### src/logic/vic20_pkg.sv
// ================================================
// Shared definitions for the loader and tape path
//   Memory and machine address widths, data types
//   Address map for ROM regions, cartridge, tape
//   Download index codes and download kinds
//   Zero-page registers patched after a PRG load
// ================================================

package vic20_pkg;

    // ================================================
    // Widths and basic types
    // ================================================
    localparam int MEM_AW = 23;
    localparam int DL_AW  = 25;

    typedef logic [MEM_AW-1:0] mem_addr_t;
    typedef logic [7:0]        byte_t;
    typedef logic [15:0]       cpu_addr_t;

    // ================================================
    // Address map
    // ================================================
    localparam mem_addr_t TAP_MEM_START = 23'h020000;
    localparam cpu_addr_t CART_ADDR     = 16'hA000;

    // ROM regions in the machine map
    localparam cpu_addr_t ROM_DRIVE_BASE  = 16'h0000;
    localparam cpu_addr_t ROM_KERNAL_BASE = 16'hE000;
    localparam cpu_addr_t ROM_BASIC_BASE  = 16'hC000;
    localparam cpu_addr_t ROM_CHAR_BASE   = 16'h8000;

    // ================================================
    // Download decoding
    // ================================================
    localparam byte_t IDX_ROM     = 8'h00;
    localparam byte_t IDX_PRG     = 8'h01;
    localparam byte_t IDX_PRG_ALT = 8'h41;
    localparam byte_t IDX_TAP     = 8'h81;

    // Version byte position inside a TAP image
    localparam logic [DL_AW-1:0] TAP_VERSION_OFFSET = 25'd12;

    typedef enum logic [1:0] {
        DL_NONE,
        DL_ROM,
        DL_PRG,
        DL_TAP
    } dl_kind_e;

    // BASIC pointers, low byte at even index, high byte at odd index
    localparam cpu_addr_t INJECT_REGS [8] = '{
        16'h002D, 16'h002E, 16'h002F, 16'h0030,
        16'h0031, 16'h0032, 16'h00AE, 16'h00AF
    };

endpackage

### src/logic/mem_req_if.sv
// ================================================
// Single-beat memory request channel
//   Client holds req and fields until ack
//   Ack lasts one cycle, rdata valid with ack
// ================================================

interface mem_req_if;

    logic                 req;
    logic                 we;
    vic20_pkg::mem_addr_t addr;
    vic20_pkg::byte_t     wdata;
    vic20_pkg::byte_t     rdata;
    logic                 ack;

    // Requesting side
    modport client (
        output req, we, addr, wdata,
        input  rdata, ack
    );

    // Bus master side
    modport server (
        input  req, we, addr, wdata,
        output rdata, ack
    );

endinterface

### src/logic/load_sequencer.sv
// ================================================
// Download sequencer
//   Decodes ROM, PRG and TAP downloads
//   Maps ROM offsets into the ROM regions
//   Parses the PRG load address header
//   Patches BASIC end pointers after a PRG
//   Pulses machine reset for cartridge images
// ================================================

module load_sequencer (
    input  logic                        clk_sys,
    input  logic                        reset,
    input  logic                        dl_active_i,
    input  vic20_pkg::byte_t            dl_index_i,
    input  logic                        dl_wr_i,
    input  logic [vic20_pkg::DL_AW-1:0] dl_addr_i,
    input  vic20_pkg::byte_t            dl_data_i,
    input  logic                        dl_raw_i,
    output logic                        dl_ready_o,
    output logic                        machine_reset_o,
    output logic                        tap_version_o,
    output logic                        tap_restart_o,
    output logic                        prg_load_o,
    output vic20_pkg::cpu_addr_t        prg_load_addr_o,
    output logic                        prg_step_o,
    output logic                        tap_start_o,
    output logic                        tap_step_o,
    input  vic20_pkg::cpu_addr_t        prg_addr_i,
    input  vic20_pkg::mem_addr_t        tap_addr_i,
    mem_req_if.client                   mem
);

    typedef enum logic [1:0] {S_IDLE, S_WRITE, S_INJECT, S_GAP} state_e;

    state_e               state_q;
    vic20_pkg::dl_kind_e  kind_d;
    vic20_pkg::dl_kind_e  kind_q;
    vic20_pkg::cpu_addr_t rom_addr;
    vic20_pkg::cpu_addr_t rom_addr_q;
    vic20_pkg::byte_t     data_q;
    vic20_pkg::byte_t     hdr_lo_q;
    logic [2:0]           inj_idx_q;
    logic                 rom_hit;
    logic                 hdr_byte;
    logic                 wr_accept;
    logic                 wr_needed;
    logic                 prg_seen_q;
    logic                 cart_q;

    // ================================================
    // Download decode
    // ================================================
    always_comb begin
        kind_d = vic20_pkg::DL_NONE;
        if (dl_active_i) begin
            case (dl_index_i)
                vic20_pkg::IDX_ROM:     kind_d = vic20_pkg::DL_ROM;
                vic20_pkg::IDX_PRG,
                vic20_pkg::IDX_PRG_ALT: kind_d = vic20_pkg::DL_PRG;
                vic20_pkg::IDX_TAP:     kind_d = vic20_pkg::DL_TAP;
                default:                kind_d = vic20_pkg::DL_NONE;
            endcase
        end
    end

    // ROM image layout, drive 16K then kernals, BASIC, charset
    always_comb begin
        rom_hit = 1'b1;
        case (dl_addr_i[15:13])
            3'b000, 3'b001: rom_addr = vic20_pkg::ROM_DRIVE_BASE + dl_addr_i[13:0];
            3'b010, 3'b011: rom_addr = vic20_pkg::ROM_KERNAL_BASE + dl_addr_i[12:0];
            3'b100:         rom_addr = vic20_pkg::ROM_BASIC_BASE + dl_addr_i[12:0];
            3'b101:         rom_addr = vic20_pkg::ROM_CHAR_BASE + dl_addr_i[11:0];
            default: begin
                rom_hit  = 1'b0;
                rom_addr = '0;
            end
        endcase
    end

    assign wr_accept = (state_q == S_IDLE) && dl_active_i && dl_wr_i;
    assign hdr_byte  = (kind_d == vic20_pkg::DL_PRG) && !dl_raw_i && (dl_addr_i < 2);
    assign wr_needed = wr_accept &&
                       (((kind_d == vic20_pkg::DL_ROM) && rom_hit) ||
                        ((kind_d == vic20_pkg::DL_PRG) && !hdr_byte) ||
                        (kind_d == vic20_pkg::DL_TAP));

    // ================================================
    // Counter control
    // ================================================
    assign prg_load_o      = wr_accept && (kind_d == vic20_pkg::DL_PRG) &&
                             (dl_addr_i == (dl_raw_i ? 0 : 1));
    assign prg_load_addr_o = dl_raw_i ? vic20_pkg::CART_ADDR : {dl_data_i, hdr_lo_q};
    assign tap_start_o     = wr_accept && (kind_d == vic20_pkg::DL_TAP) && (dl_addr_i == 0);
    assign tap_restart_o   = tap_start_o;
    assign prg_step_o      = (state_q == S_WRITE) && mem.ack && (kind_q == vic20_pkg::DL_PRG);
    assign tap_step_o      = (state_q == S_WRITE) && mem.ack && (kind_q == vic20_pkg::DL_TAP);

    // ================================================
    // Memory request
    // ================================================
    assign mem.req   = (state_q == S_WRITE) || (state_q == S_INJECT);
    assign mem.we    = 1'b1;
    assign mem.addr  = (state_q == S_INJECT) ?
                           vic20_pkg::mem_addr_t'(vic20_pkg::INJECT_REGS[inj_idx_q]) :
                       (kind_q == vic20_pkg::DL_PRG) ? vic20_pkg::mem_addr_t'(prg_addr_i) :
                       (kind_q == vic20_pkg::DL_TAP) ? tap_addr_i :
                       vic20_pkg::mem_addr_t'(rom_addr_q);
    // End pointer is the stepped load pointer
    assign mem.wdata = (state_q != S_INJECT) ? data_q :
                       inj_idx_q[0] ? prg_addr_i[15:8] : prg_addr_i[7:0];

    assign dl_ready_o = (state_q == S_IDLE);

    always_ff @(posedge clk_sys) begin
        if (reset) begin
            state_q         <= S_IDLE;
            kind_q          <= vic20_pkg::DL_NONE;
            inj_idx_q       <= '0;
            prg_seen_q      <= 1'b0;
            cart_q          <= 1'b0;
            machine_reset_o <= 1'b0;
            tap_version_o   <= 1'b0;
        end else begin
            machine_reset_o <= 1'b0;
            case (state_q)
                S_IDLE: begin
                    if (wr_needed) begin
                        state_q <= S_WRITE;
                        kind_q  <= kind_d;
                    end else if (prg_seen_q && !dl_active_i) begin
                        state_q    <= S_INJECT;
                        inj_idx_q  <= '0;
                        prg_seen_q <= 1'b0;
                    end
                end
                S_WRITE: begin
                    if (mem.ack) begin
                        state_q <= S_IDLE;
                    end
                end
                S_INJECT: begin
                    if (mem.ack) begin
                        if (inj_idx_q == 3'd7) begin
                            state_q         <= S_IDLE;
                            machine_reset_o <= cart_q;
                        end else begin
                            inj_idx_q <= inj_idx_q + 3'd1;
                            state_q   <= S_GAP;
                        end
                    end
                end
                // Req low for one cycle between injected writes
                S_GAP: state_q <= S_INJECT;
                default: state_q <= S_IDLE;
            endcase
            if (wr_accept && (kind_d == vic20_pkg::DL_PRG)) begin
                prg_seen_q <= 1'b1;
            end
            if (prg_load_o) begin
                cart_q <= (prg_load_addr_o == vic20_pkg::CART_ADDR);
            end
            if (wr_accept && (kind_d == vic20_pkg::DL_TAP) &&
                (dl_addr_i == vic20_pkg::TAP_VERSION_OFFSET)) begin
                tap_version_o <= dl_data_i[0];
            end
        end
    end

    // Byte payload
    always_ff @(posedge clk_sys) begin
        if (wr_accept) begin
            data_q     <= dl_data_i;
            rom_addr_q <= rom_addr;
            if (hdr_byte && (dl_addr_i == 0)) begin
                hdr_lo_q <= dl_data_i;
            end
        end
    end

endmodule

### src/logic/load_addr_counter.sv
// ================================================
// Load pointers
//   PRG pointer, loaded from header or cartridge
//   TAP pointer, started at the tape base
//   Tape end marker for playback
// ================================================

module load_addr_counter (
    input  logic                 clk_sys,
    input  logic                 reset,
    input  logic                 prg_load_i,
    input  vic20_pkg::cpu_addr_t prg_load_addr_i,
    input  logic                 prg_step_i,
    input  logic                 tap_start_i,
    input  logic                 tap_step_i,
    output vic20_pkg::cpu_addr_t prg_addr_o,
    output vic20_pkg::mem_addr_t tap_addr_o,
    output vic20_pkg::mem_addr_t tap_end_o
);

    vic20_pkg::cpu_addr_t prg_addr_q;
    vic20_pkg::mem_addr_t tap_addr_q;

    always_ff @(posedge clk_sys) begin
        if (reset) begin
            prg_addr_q <= '0;
            tap_addr_q <= vic20_pkg::TAP_MEM_START;
        end else begin
            // One step per stored data byte
            if (prg_load_i) begin
                prg_addr_q <= prg_load_addr_i;
            end else if (prg_step_i) begin
                prg_addr_q <= prg_addr_q + 16'd1;
            end

            if (tap_start_i) begin
                tap_addr_q <= vic20_pkg::TAP_MEM_START;
            end else if (tap_step_i) begin
                tap_addr_q <= tap_addr_q + 23'd1;
            end
        end
    end

    assign prg_addr_o = prg_addr_q;
    assign tap_addr_o = tap_addr_q;

    // Write pointer sits one past the last stored tape byte
    assign tap_end_o  = tap_addr_q;

endmodule

### src/logic/tape_streamer.sv
// ================================================
// Tape playback streamer
//   Reads stored tape bytes one at a time
//   Holds each byte until the deck accepts it
// ================================================

module tape_streamer (
    input  logic                 clk_sys,
    input  logic                 reset,
    input  logic                 restart_i,
    input  logic                 play_i,
    input  vic20_pkg::mem_addr_t tap_end_i,
    input  logic                 tap_full_i,
    output vic20_pkg::byte_t     tap_data_o,
    output logic                 tap_valid_o,
    mem_req_if.client            mem
);

    typedef enum logic [1:0] {S_IDLE, S_READ, S_HOLD} state_e;

    state_e               state_q;
    vic20_pkg::mem_addr_t play_addr_q;
    vic20_pkg::byte_t     data_q;

    always_ff @(posedge clk_sys) begin
        if (reset) begin
            state_q     <= S_IDLE;
            play_addr_q <= vic20_pkg::TAP_MEM_START;
        end else begin
            case (state_q)
                S_IDLE: begin
                    if (play_i && (play_addr_q < tap_end_i)) begin
                        state_q <= S_READ;
                    end
                end
                S_READ: begin
                    if (mem.ack) begin
                        state_q     <= S_HOLD;
                        play_addr_q <= play_addr_q + 23'd1;
                    end
                end
                // Deck back-pressure
                S_HOLD: begin
                    if (!tap_full_i) begin
                        state_q <= S_IDLE;
                    end
                end
                default: state_q <= S_IDLE;
            endcase
            // New tape overrides the playback position
            if (restart_i) begin
                play_addr_q <= vic20_pkg::TAP_MEM_START;
            end
        end
    end

    always_ff @(posedge clk_sys) begin
        if ((state_q == S_READ) && mem.ack) begin
            data_q <= mem.rdata;
        end
    end

    assign mem.req     = (state_q == S_READ);
    assign mem.we      = 1'b0;
    assign mem.addr    = play_addr_q;
    assign mem.wdata   = '0;

    assign tap_valid_o = (state_q == S_HOLD);
    assign tap_data_o  = data_q;

    // A byte offered to the deck stays until it is taken
    a_valid_held: assert property (
        @(posedge clk_sys) disable iff (reset)
        tap_valid_o && tap_full_i |=> tap_valid_o && $stable(tap_data_o)
    );

endmodule

### src/logic/wb_mem_master.sv
// ================================================
// Wishbone classic master
//   Two clients, loader ahead of tape playback
//   One transfer at a time, never preempted
// ================================================

module wb_mem_master (
    input  logic                 clk_sys,
    input  logic                 reset,
    mem_req_if.server            load,
    mem_req_if.server            tape,
    output logic                 wb_cyc_o,
    output logic                 wb_stb_o,
    output logic                 wb_we_o,
    output vic20_pkg::mem_addr_t wb_adr_o,
    output vic20_pkg::byte_t     wb_dat_o,
    input  vic20_pkg::byte_t     wb_dat_i,
    input  logic                 wb_ack_i
);

    logic gnt_load_q;
    logic gnt_tape_q;

    // ================================================
    // Grant
    // ================================================
    always_ff @(posedge clk_sys) begin
        if (reset) begin
            gnt_load_q <= 1'b0;
            gnt_tape_q <= 1'b0;
        end else if (wb_cyc_o) begin
            if (wb_ack_i) begin
                gnt_load_q <= 1'b0;
                gnt_tape_q <= 1'b0;
            end
        end else if (load.req) begin
            gnt_load_q <= 1'b1;
        end else if (tape.req) begin
            gnt_tape_q <= 1'b1;
        end
    end

    // Bus fields latched when the cycle opens
    always_ff @(posedge clk_sys) begin
        if (!wb_cyc_o) begin
            if (load.req) begin
                wb_adr_o <= load.addr;
                wb_we_o  <= load.we;
                wb_dat_o <= load.wdata;
            end else begin
                wb_adr_o <= tape.addr;
                wb_we_o  <= tape.we;
                wb_dat_o <= tape.wdata;
            end
        end
    end

    assign wb_cyc_o   = gnt_load_q | gnt_tape_q;
    assign wb_stb_o   = wb_cyc_o;

    assign load.ack   = gnt_load_q && wb_ack_i;
    assign tape.ack   = gnt_tape_q && wb_ack_i;
    assign load.rdata = wb_dat_i;
    assign tape.rdata = wb_dat_i;

    // ================================================
    // Checks
    // ================================================
    // Cycle closes in the cycle after the slave acks
    a_drop_after_ack: assert property (
        @(posedge clk_sys) disable iff (reset)
        wb_cyc_o && wb_ack_i |=> !wb_cyc_o && !wb_stb_o
    );

    a_adr_stable: assert property (
        @(posedge clk_sys) disable iff (reset)
        wb_stb_o && !wb_ack_i |=> wb_stb_o && $stable(wb_adr_o) && $stable(wb_we_o)
    );

    // Ack only reaches a client that is still waiting on it
    a_ack_owner: assert property (
        @(posedge clk_sys) disable iff (reset)
        load.ack |-> load.req
    );

    a_ack_owner_tape: assert property (
        @(posedge clk_sys) disable iff (reset)
        tape.ack |-> tape.req
    );

endmodule

### src/logic/vic20_loader.sv
// ================================================
// Loader and tape feed top level
//   Download sequencer and load pointers
//   Tape playback streamer
//   Wishbone master shared by both
// ================================================

module vic20_loader (
    input  logic                        clk_sys,
    input  logic                        reset,
    // Host download bus
    input  logic                        dl_active_i,
    input  vic20_pkg::byte_t            dl_index_i,
    input  logic                        dl_wr_i,
    input  logic [vic20_pkg::DL_AW-1:0] dl_addr_i,
    input  vic20_pkg::byte_t            dl_data_i,
    output logic                        dl_ready_o,
    input  logic                        dl_raw_i,
    // Machine side
    output logic                        machine_reset_o,
    output logic                        tap_version_o,
    // Tape deck
    output vic20_pkg::byte_t            tap_data_o,
    output logic                        tap_valid_o,
    input  logic                        tap_full_i,
    output logic                        tap_restart_o,
    // Wishbone master
    output logic                        wb_cyc_o,
    output logic                        wb_stb_o,
    output logic                        wb_we_o,
    output vic20_pkg::mem_addr_t        wb_adr_o,
    output vic20_pkg::byte_t            wb_dat_o,
    input  vic20_pkg::byte_t            wb_dat_i,
    input  logic                        wb_ack_i
);

    logic                 prg_load;
    vic20_pkg::cpu_addr_t prg_load_addr;
    logic                 prg_step;
    logic                 tap_start;
    logic                 tap_step;
    vic20_pkg::cpu_addr_t prg_addr;
    vic20_pkg::mem_addr_t tap_addr;
    vic20_pkg::mem_addr_t tap_end;

    mem_req_if load_mem ();
    mem_req_if tape_mem ();

    load_sequencer i_load_sequencer (
        .clk_sys, .reset,
        .dl_active_i, .dl_index_i, .dl_wr_i, .dl_addr_i, .dl_data_i, .dl_raw_i,
        .dl_ready_o, .machine_reset_o, .tap_version_o, .tap_restart_o,
        .prg_load_o      (prg_load),
        .prg_load_addr_o (prg_load_addr),
        .prg_step_o      (prg_step),
        .tap_start_o     (tap_start),
        .tap_step_o      (tap_step),
        .prg_addr_i      (prg_addr),
        .tap_addr_i      (tap_addr),
        .mem             (load_mem.client)
    );

    load_addr_counter i_load_addr_counter (
        .clk_sys, .reset,
        .prg_load_i      (prg_load),
        .prg_load_addr_i (prg_load_addr),
        .prg_step_i      (prg_step),
        .tap_start_i     (tap_start),
        .tap_step_i      (tap_step),
        .prg_addr_o      (prg_addr),
        .tap_addr_o      (tap_addr),
        .tap_end_o       (tap_end)
    );

    // Playback runs whenever no download is in progress
    tape_streamer i_tape_streamer (
        .clk_sys, .reset,
        .restart_i  (tap_restart_o),
        .play_i     (!dl_active_i),
        .tap_end_i  (tap_end),
        .tap_full_i,
        .tap_data_o,
        .tap_valid_o,
        .mem        (tape_mem.client)
    );

    wb_mem_master i_wb_mem_master (
        .clk_sys, .reset,
        .load (load_mem.server),
        .tape (tape_mem.server),
        .wb_cyc_o, .wb_stb_o, .wb_we_o, .wb_adr_o, .wb_dat_o,
        .wb_dat_i, .wb_ack_i
    );

endmodule

### config.mk
export PLATFORM = sky130hd
export DESIGN_NAME = vic20_loader
export DESIGN_NICKNAME = d
export VERILOG_FILES = /design/src/logic/vic20_pkg.sv /design/src/logic/mem_req_if.sv /design/src/logic/load_sequencer.sv /design/src/logic/load_addr_counter.sv /design/src/logic/tape_streamer.sv /design/src/logic/wb_mem_master.sv /design/src/logic/vic20_loader.sv
export SDC_FILE = /design/constraint.sdc
export NUM_CORES = 1
export LEC_CHECK = 0
export BUFFER_PORTS_ARGS = -buffer_cell sky130_fd_sc_hd__buf_2
export CAP_MARGIN = 20
export CORE_MARGIN = 5
export CORE_UTILIZATION = 41
export DETAILED_ROUTE_END_ITERATION = 12
export PLACE_DENSITY = 0.64
export SLEW_MARGIN = 10
export SYNTH_ARGS = -nofsm -noshare
export SYNTH_HDL_FRONTEND = slang
export SYNTH_SLANG_ARGS = --single-unit
export TNS_END_PERCENT = 50
### constraint.sdc
create_clock -name clk_sys -period 3.2 [get_ports clk_sys]
set_input_delay 0.64 -clock clk_sys [delete_from_list [all_inputs] [get_ports clk_sys]]
set_output_delay 0.64 -clock clk_sys [all_outputs]
set_load 0.01 [all_outputs]
==> impl_metrics.ini <==
[run_status]
status = complete, no violations

[cts]
clk_pin_slew_ns = 0.06
htree_levels = 4
cts_hold_buffers = 0
cts_sinks = 149
cts_tree = yes
insertion_delay_ns = 0.43
numCtsBuffers = 17
cts_resized = 0
cts_setup_buffers = 0
root_buffer = clkbuf_16
clock_path_buffers = 2

[route]
dr.pass1.iters = 5
drc = 0
ant_nets = 0
num_vias = 6237
wl_per_cell_um = 17.7
drtIter0Drc = 541
drt-vias-per-instance = 5.44
wirelength_mm = 20.3

[synth]
synth_largest_area_cell = edfxtp_1
yosys-top-cells-area = edfxtp_1, dfxtp_1, ha_1, xnor2_1, nor2_1
syn_inst = 797
synth_edf_count = 72
yosysWarnings = 0
yosysTopAreaCellShare = 0.281
synth_cell_types = 61
synth-seq-cells = 149
ys_seq_area_frac = 0.481
avgSynthCellArea_sq_um = 9.66
synthesis.area_sq_mm = 0.00770
async_reset_ff_frac = 0
syn-num-nets = 886
synth-main-ff-cell = dfxtp_1

[worst_setup_path]
crit_path_start_kind = primary input
critPathRequiredTime_ns = 2.56
critPathSlowestCell = nor4_1
r2r-start = i_load_sequencer.state_q[0]
worstSetupPathType = primary input to output port
r2r_end = i_load_addr_counter.prg_addr_o[6]
path_buf_inv = 2
cp.arrival_ns = 2.00
cpPeakStageDelay_ns = 0.39
r2r_cells = 7
worst-r2r-setup-slack_ns = 0.71
crit_chain = buf_2, nor4_1, nand3_1, nor4_1, buf_2
crit_path_max_fanout = 6
cp_top_family = simple AND/OR/NAND/NOR gates
crit_path_end_kind = output port

[sta]
grt_setup_unrepaired = false
relSlewSlack = 0.523
slew_violations = 0
fin_ws_ns = 0.561
max_clock_freq_mhz = 379
min_period_ns = 2.64
setup_viol = 0
fin_tns_setup_ns = 0
period_share = 0.825
fin_skew_ns = 0.00964
tightest_slew_ns = 0.710
timing.final.hold_violations = 0

[final_layout]
drive_gt1_frac = 0.181
nFillCells = 1753
area_delta_synth_final_pct = 17.7
layout.nets = 988
n_antenna_cell = 0

[power_and_ir_drop]
peakVddDrop_mv = 0.424
power_density_mw_per_mm2 = 581
power_leakage_nw = 3.32

[floorplanning]
start_util = 0.414
die_width_um = 147
core_area_sq_mm = 0.0186
row_count = 50
die_area_sq_mm = 0.0216
dieHeight_um = 147
top_level_ports = 103

[global_route]
grt-ovfl-total = 0
grt_pass1_vias = 6056
antenna_found_initial = 1
track_usage = 0.191
grt_pass1_wl_mm = 32.7
grt_max_degree = 47

[placement]
numPortBuffers = 102
place_ws_ns = 0.404
place_hpwl_mm = 15.2
place.gp.congestion = 0.879

[worst_hold_path]
hold_end = i_tape_streamer.tap_data_o[7]
hold_start = wb_dat_i[7]
hp-class = primary input to register
hold_path_depth = 1

[run]
drv_cap = 0
==> layer usage <==
layer  vias to the layer above  global-route usage  part of all wire  routed length, um
li1                       3072                   -                 -                  -
met2                       207               0.297              0.45               9040
met3                        39              0.0379             0.063               1270
met5                         -                   0           0.00064                 13
met4                         2              0.0797             0.028                573
met1                      2917               0.261              0.46               9370
==> cell type report <==
class | count | area, sq um | area share
clock buffers | 21 | 440 | 0.0486
clock inverters | 11 | 128 | 0.0141
inverters | 53 | 199 | 0.0220
multi-input cells | 558 | 3630 | 0.401
flip-flops and latches | 149 | 3700 | 0.409
well taps | 234 | 293 | 0.0323
repair buffers | 120 | 658 | 0.0727
==> sequential cells by signal, summed over array words and instances, names as in the netlist <==
signal	flops
i_wb_mem_master.gnt_load_q	1
i_load_sequencer.cart_q	1
i_wb_mem_master.gnt_tape_q	1
i_load_sequencer.machine_reset_o	1
i_load_sequencer.state_q	2
i_wb_mem_master.wb_dat_o	8
i_tape_streamer.mem.addr	23
i_load_sequencer.rom_addr_q	16
i_tape_streamer.state_q	2
i_tape_streamer.tap_data_o	8
i_load_addr_counter.prg_addr_o	16
i_load_addr_counter.tap_addr_o	23
i_load_sequencer.inj_idx_q	3
i_wb_mem_master.wb_we_o	1
i_load_sequencer.prg_seen_q	1
i_load_sequencer.kind_q	2
i_load_sequencer.data_q	8
i_load_sequencer.hdr_lo_q	8
i_load_sequencer.tap_version_o	1
i_wb_mem_master.wb_adr_o	23
==> worst max path at each step <==
| stage | from | to | slack (ns) | cells after the start |
|---|---|---|---|---|
| 4_1_cts | dl_addr_i[19] | tap_restart_o | 0.56 | 5 |
| 3_5_place_dp | dl_addr_i[19] | i_load_addr_counter.prg_addr_o[3] | 0.40 | 6 |
| 6_report | dl_addr_i[19] | tap_restart_o | 0.56 | 5 |
| 3_3_place_gp | dl_addr_i[9] | i_load_addr_counter.prg_addr_o[7] | 0.46 | 6 |
| 5_1_grt | dl_addr_i[19] | tap_restart_o | 0.28 | 5 |
| 2_1_floorplan | i_wb_mem_master.gnt_load_q | wb_stb_o | 0.21 | 3 |
==> Yosys cell counts, types with 23 or more instances <==
library cell,number
nor2_1,87
dfxtp_1,77
edfxtp_1,72
nand2_1,55
inv_1,53
nand3_1,45
xnor2_1,42
a21oi_1,41
ha_1,33
o21ai_0,31
a211oi_1,24
clkbuf_1,23
mux2i_1,23
==> where the power goes <==
group / switching (mW) / total, mW / leakage (nW) / internal (mW)
sequential: 0.0617 / 2.32 / 1.36 / 2.26
combinational: 0.662 / 0.993 / 1.69 / 0.330
clock: 0.797 / 1.95 / 0.270 / 1.15
==> cells by family after synthesis <==
kind of cell	share of synthesized area
compound gates	0.114
xor+xnor	0.0660
fa+ha+maj	0.0536
buf+inv	0.0476
flops	0.481
mux	0.0328
simple gates	0.205
==> through the flow <==
step | util | cell area, sq um | power [mW] | hold WS (ns) | instances
final | 0.487 | 9060 | 5.26 | 0.381 | 1146
after global routing | 0.487 | 9060 | 5.49 | 0.368 | 1146
after CTS | 0.487 | 9060 | 5.31 | 0.366 | 1146
after detailed placement | 0.457 | 8490 | 3.36 | 0.493 | 1114
after global placement | 0.457 | 8490 | 3.35 | 0.495 | 1114
after floorplan | - | 7700 | 2.91 | 0.425 | 797
==> layout by cell type (no fill, tap or decap), types with 5 or more instances in the layout <==
| master | count |
|---|---|
| buf_4 | 17 |
| a211oi_1 | 24 |
| nand3_1 | 45 |
| edfxtp_1 | 72 |
| and4_1 | 5 |
| xnor2_1 | 42 |
| xor2_1 | 16 |
| inv_1 | 53 |
| nand2_1 | 55 |
| nor2_1 | 86 |
| buf_2 | 102 |
| o22ai_1 | 6 |
| clkbuf_16 | 17 |
| a21oi_1 | 41 |
| and2_1 | 17 |
| dfxtp_1 | 77 |
| nand4_1 | 22 |
| ha_1 | 33 |
| nor4_1 | 16 |
| o211ai_1 | 5 |
| nor3_1 | 16 |
| nand2b_1 | 8 |
| o21ai_0 | 31 |
| mux2i_1 | 23 |
Note: power is estimated with default switching activity, not from simulation.
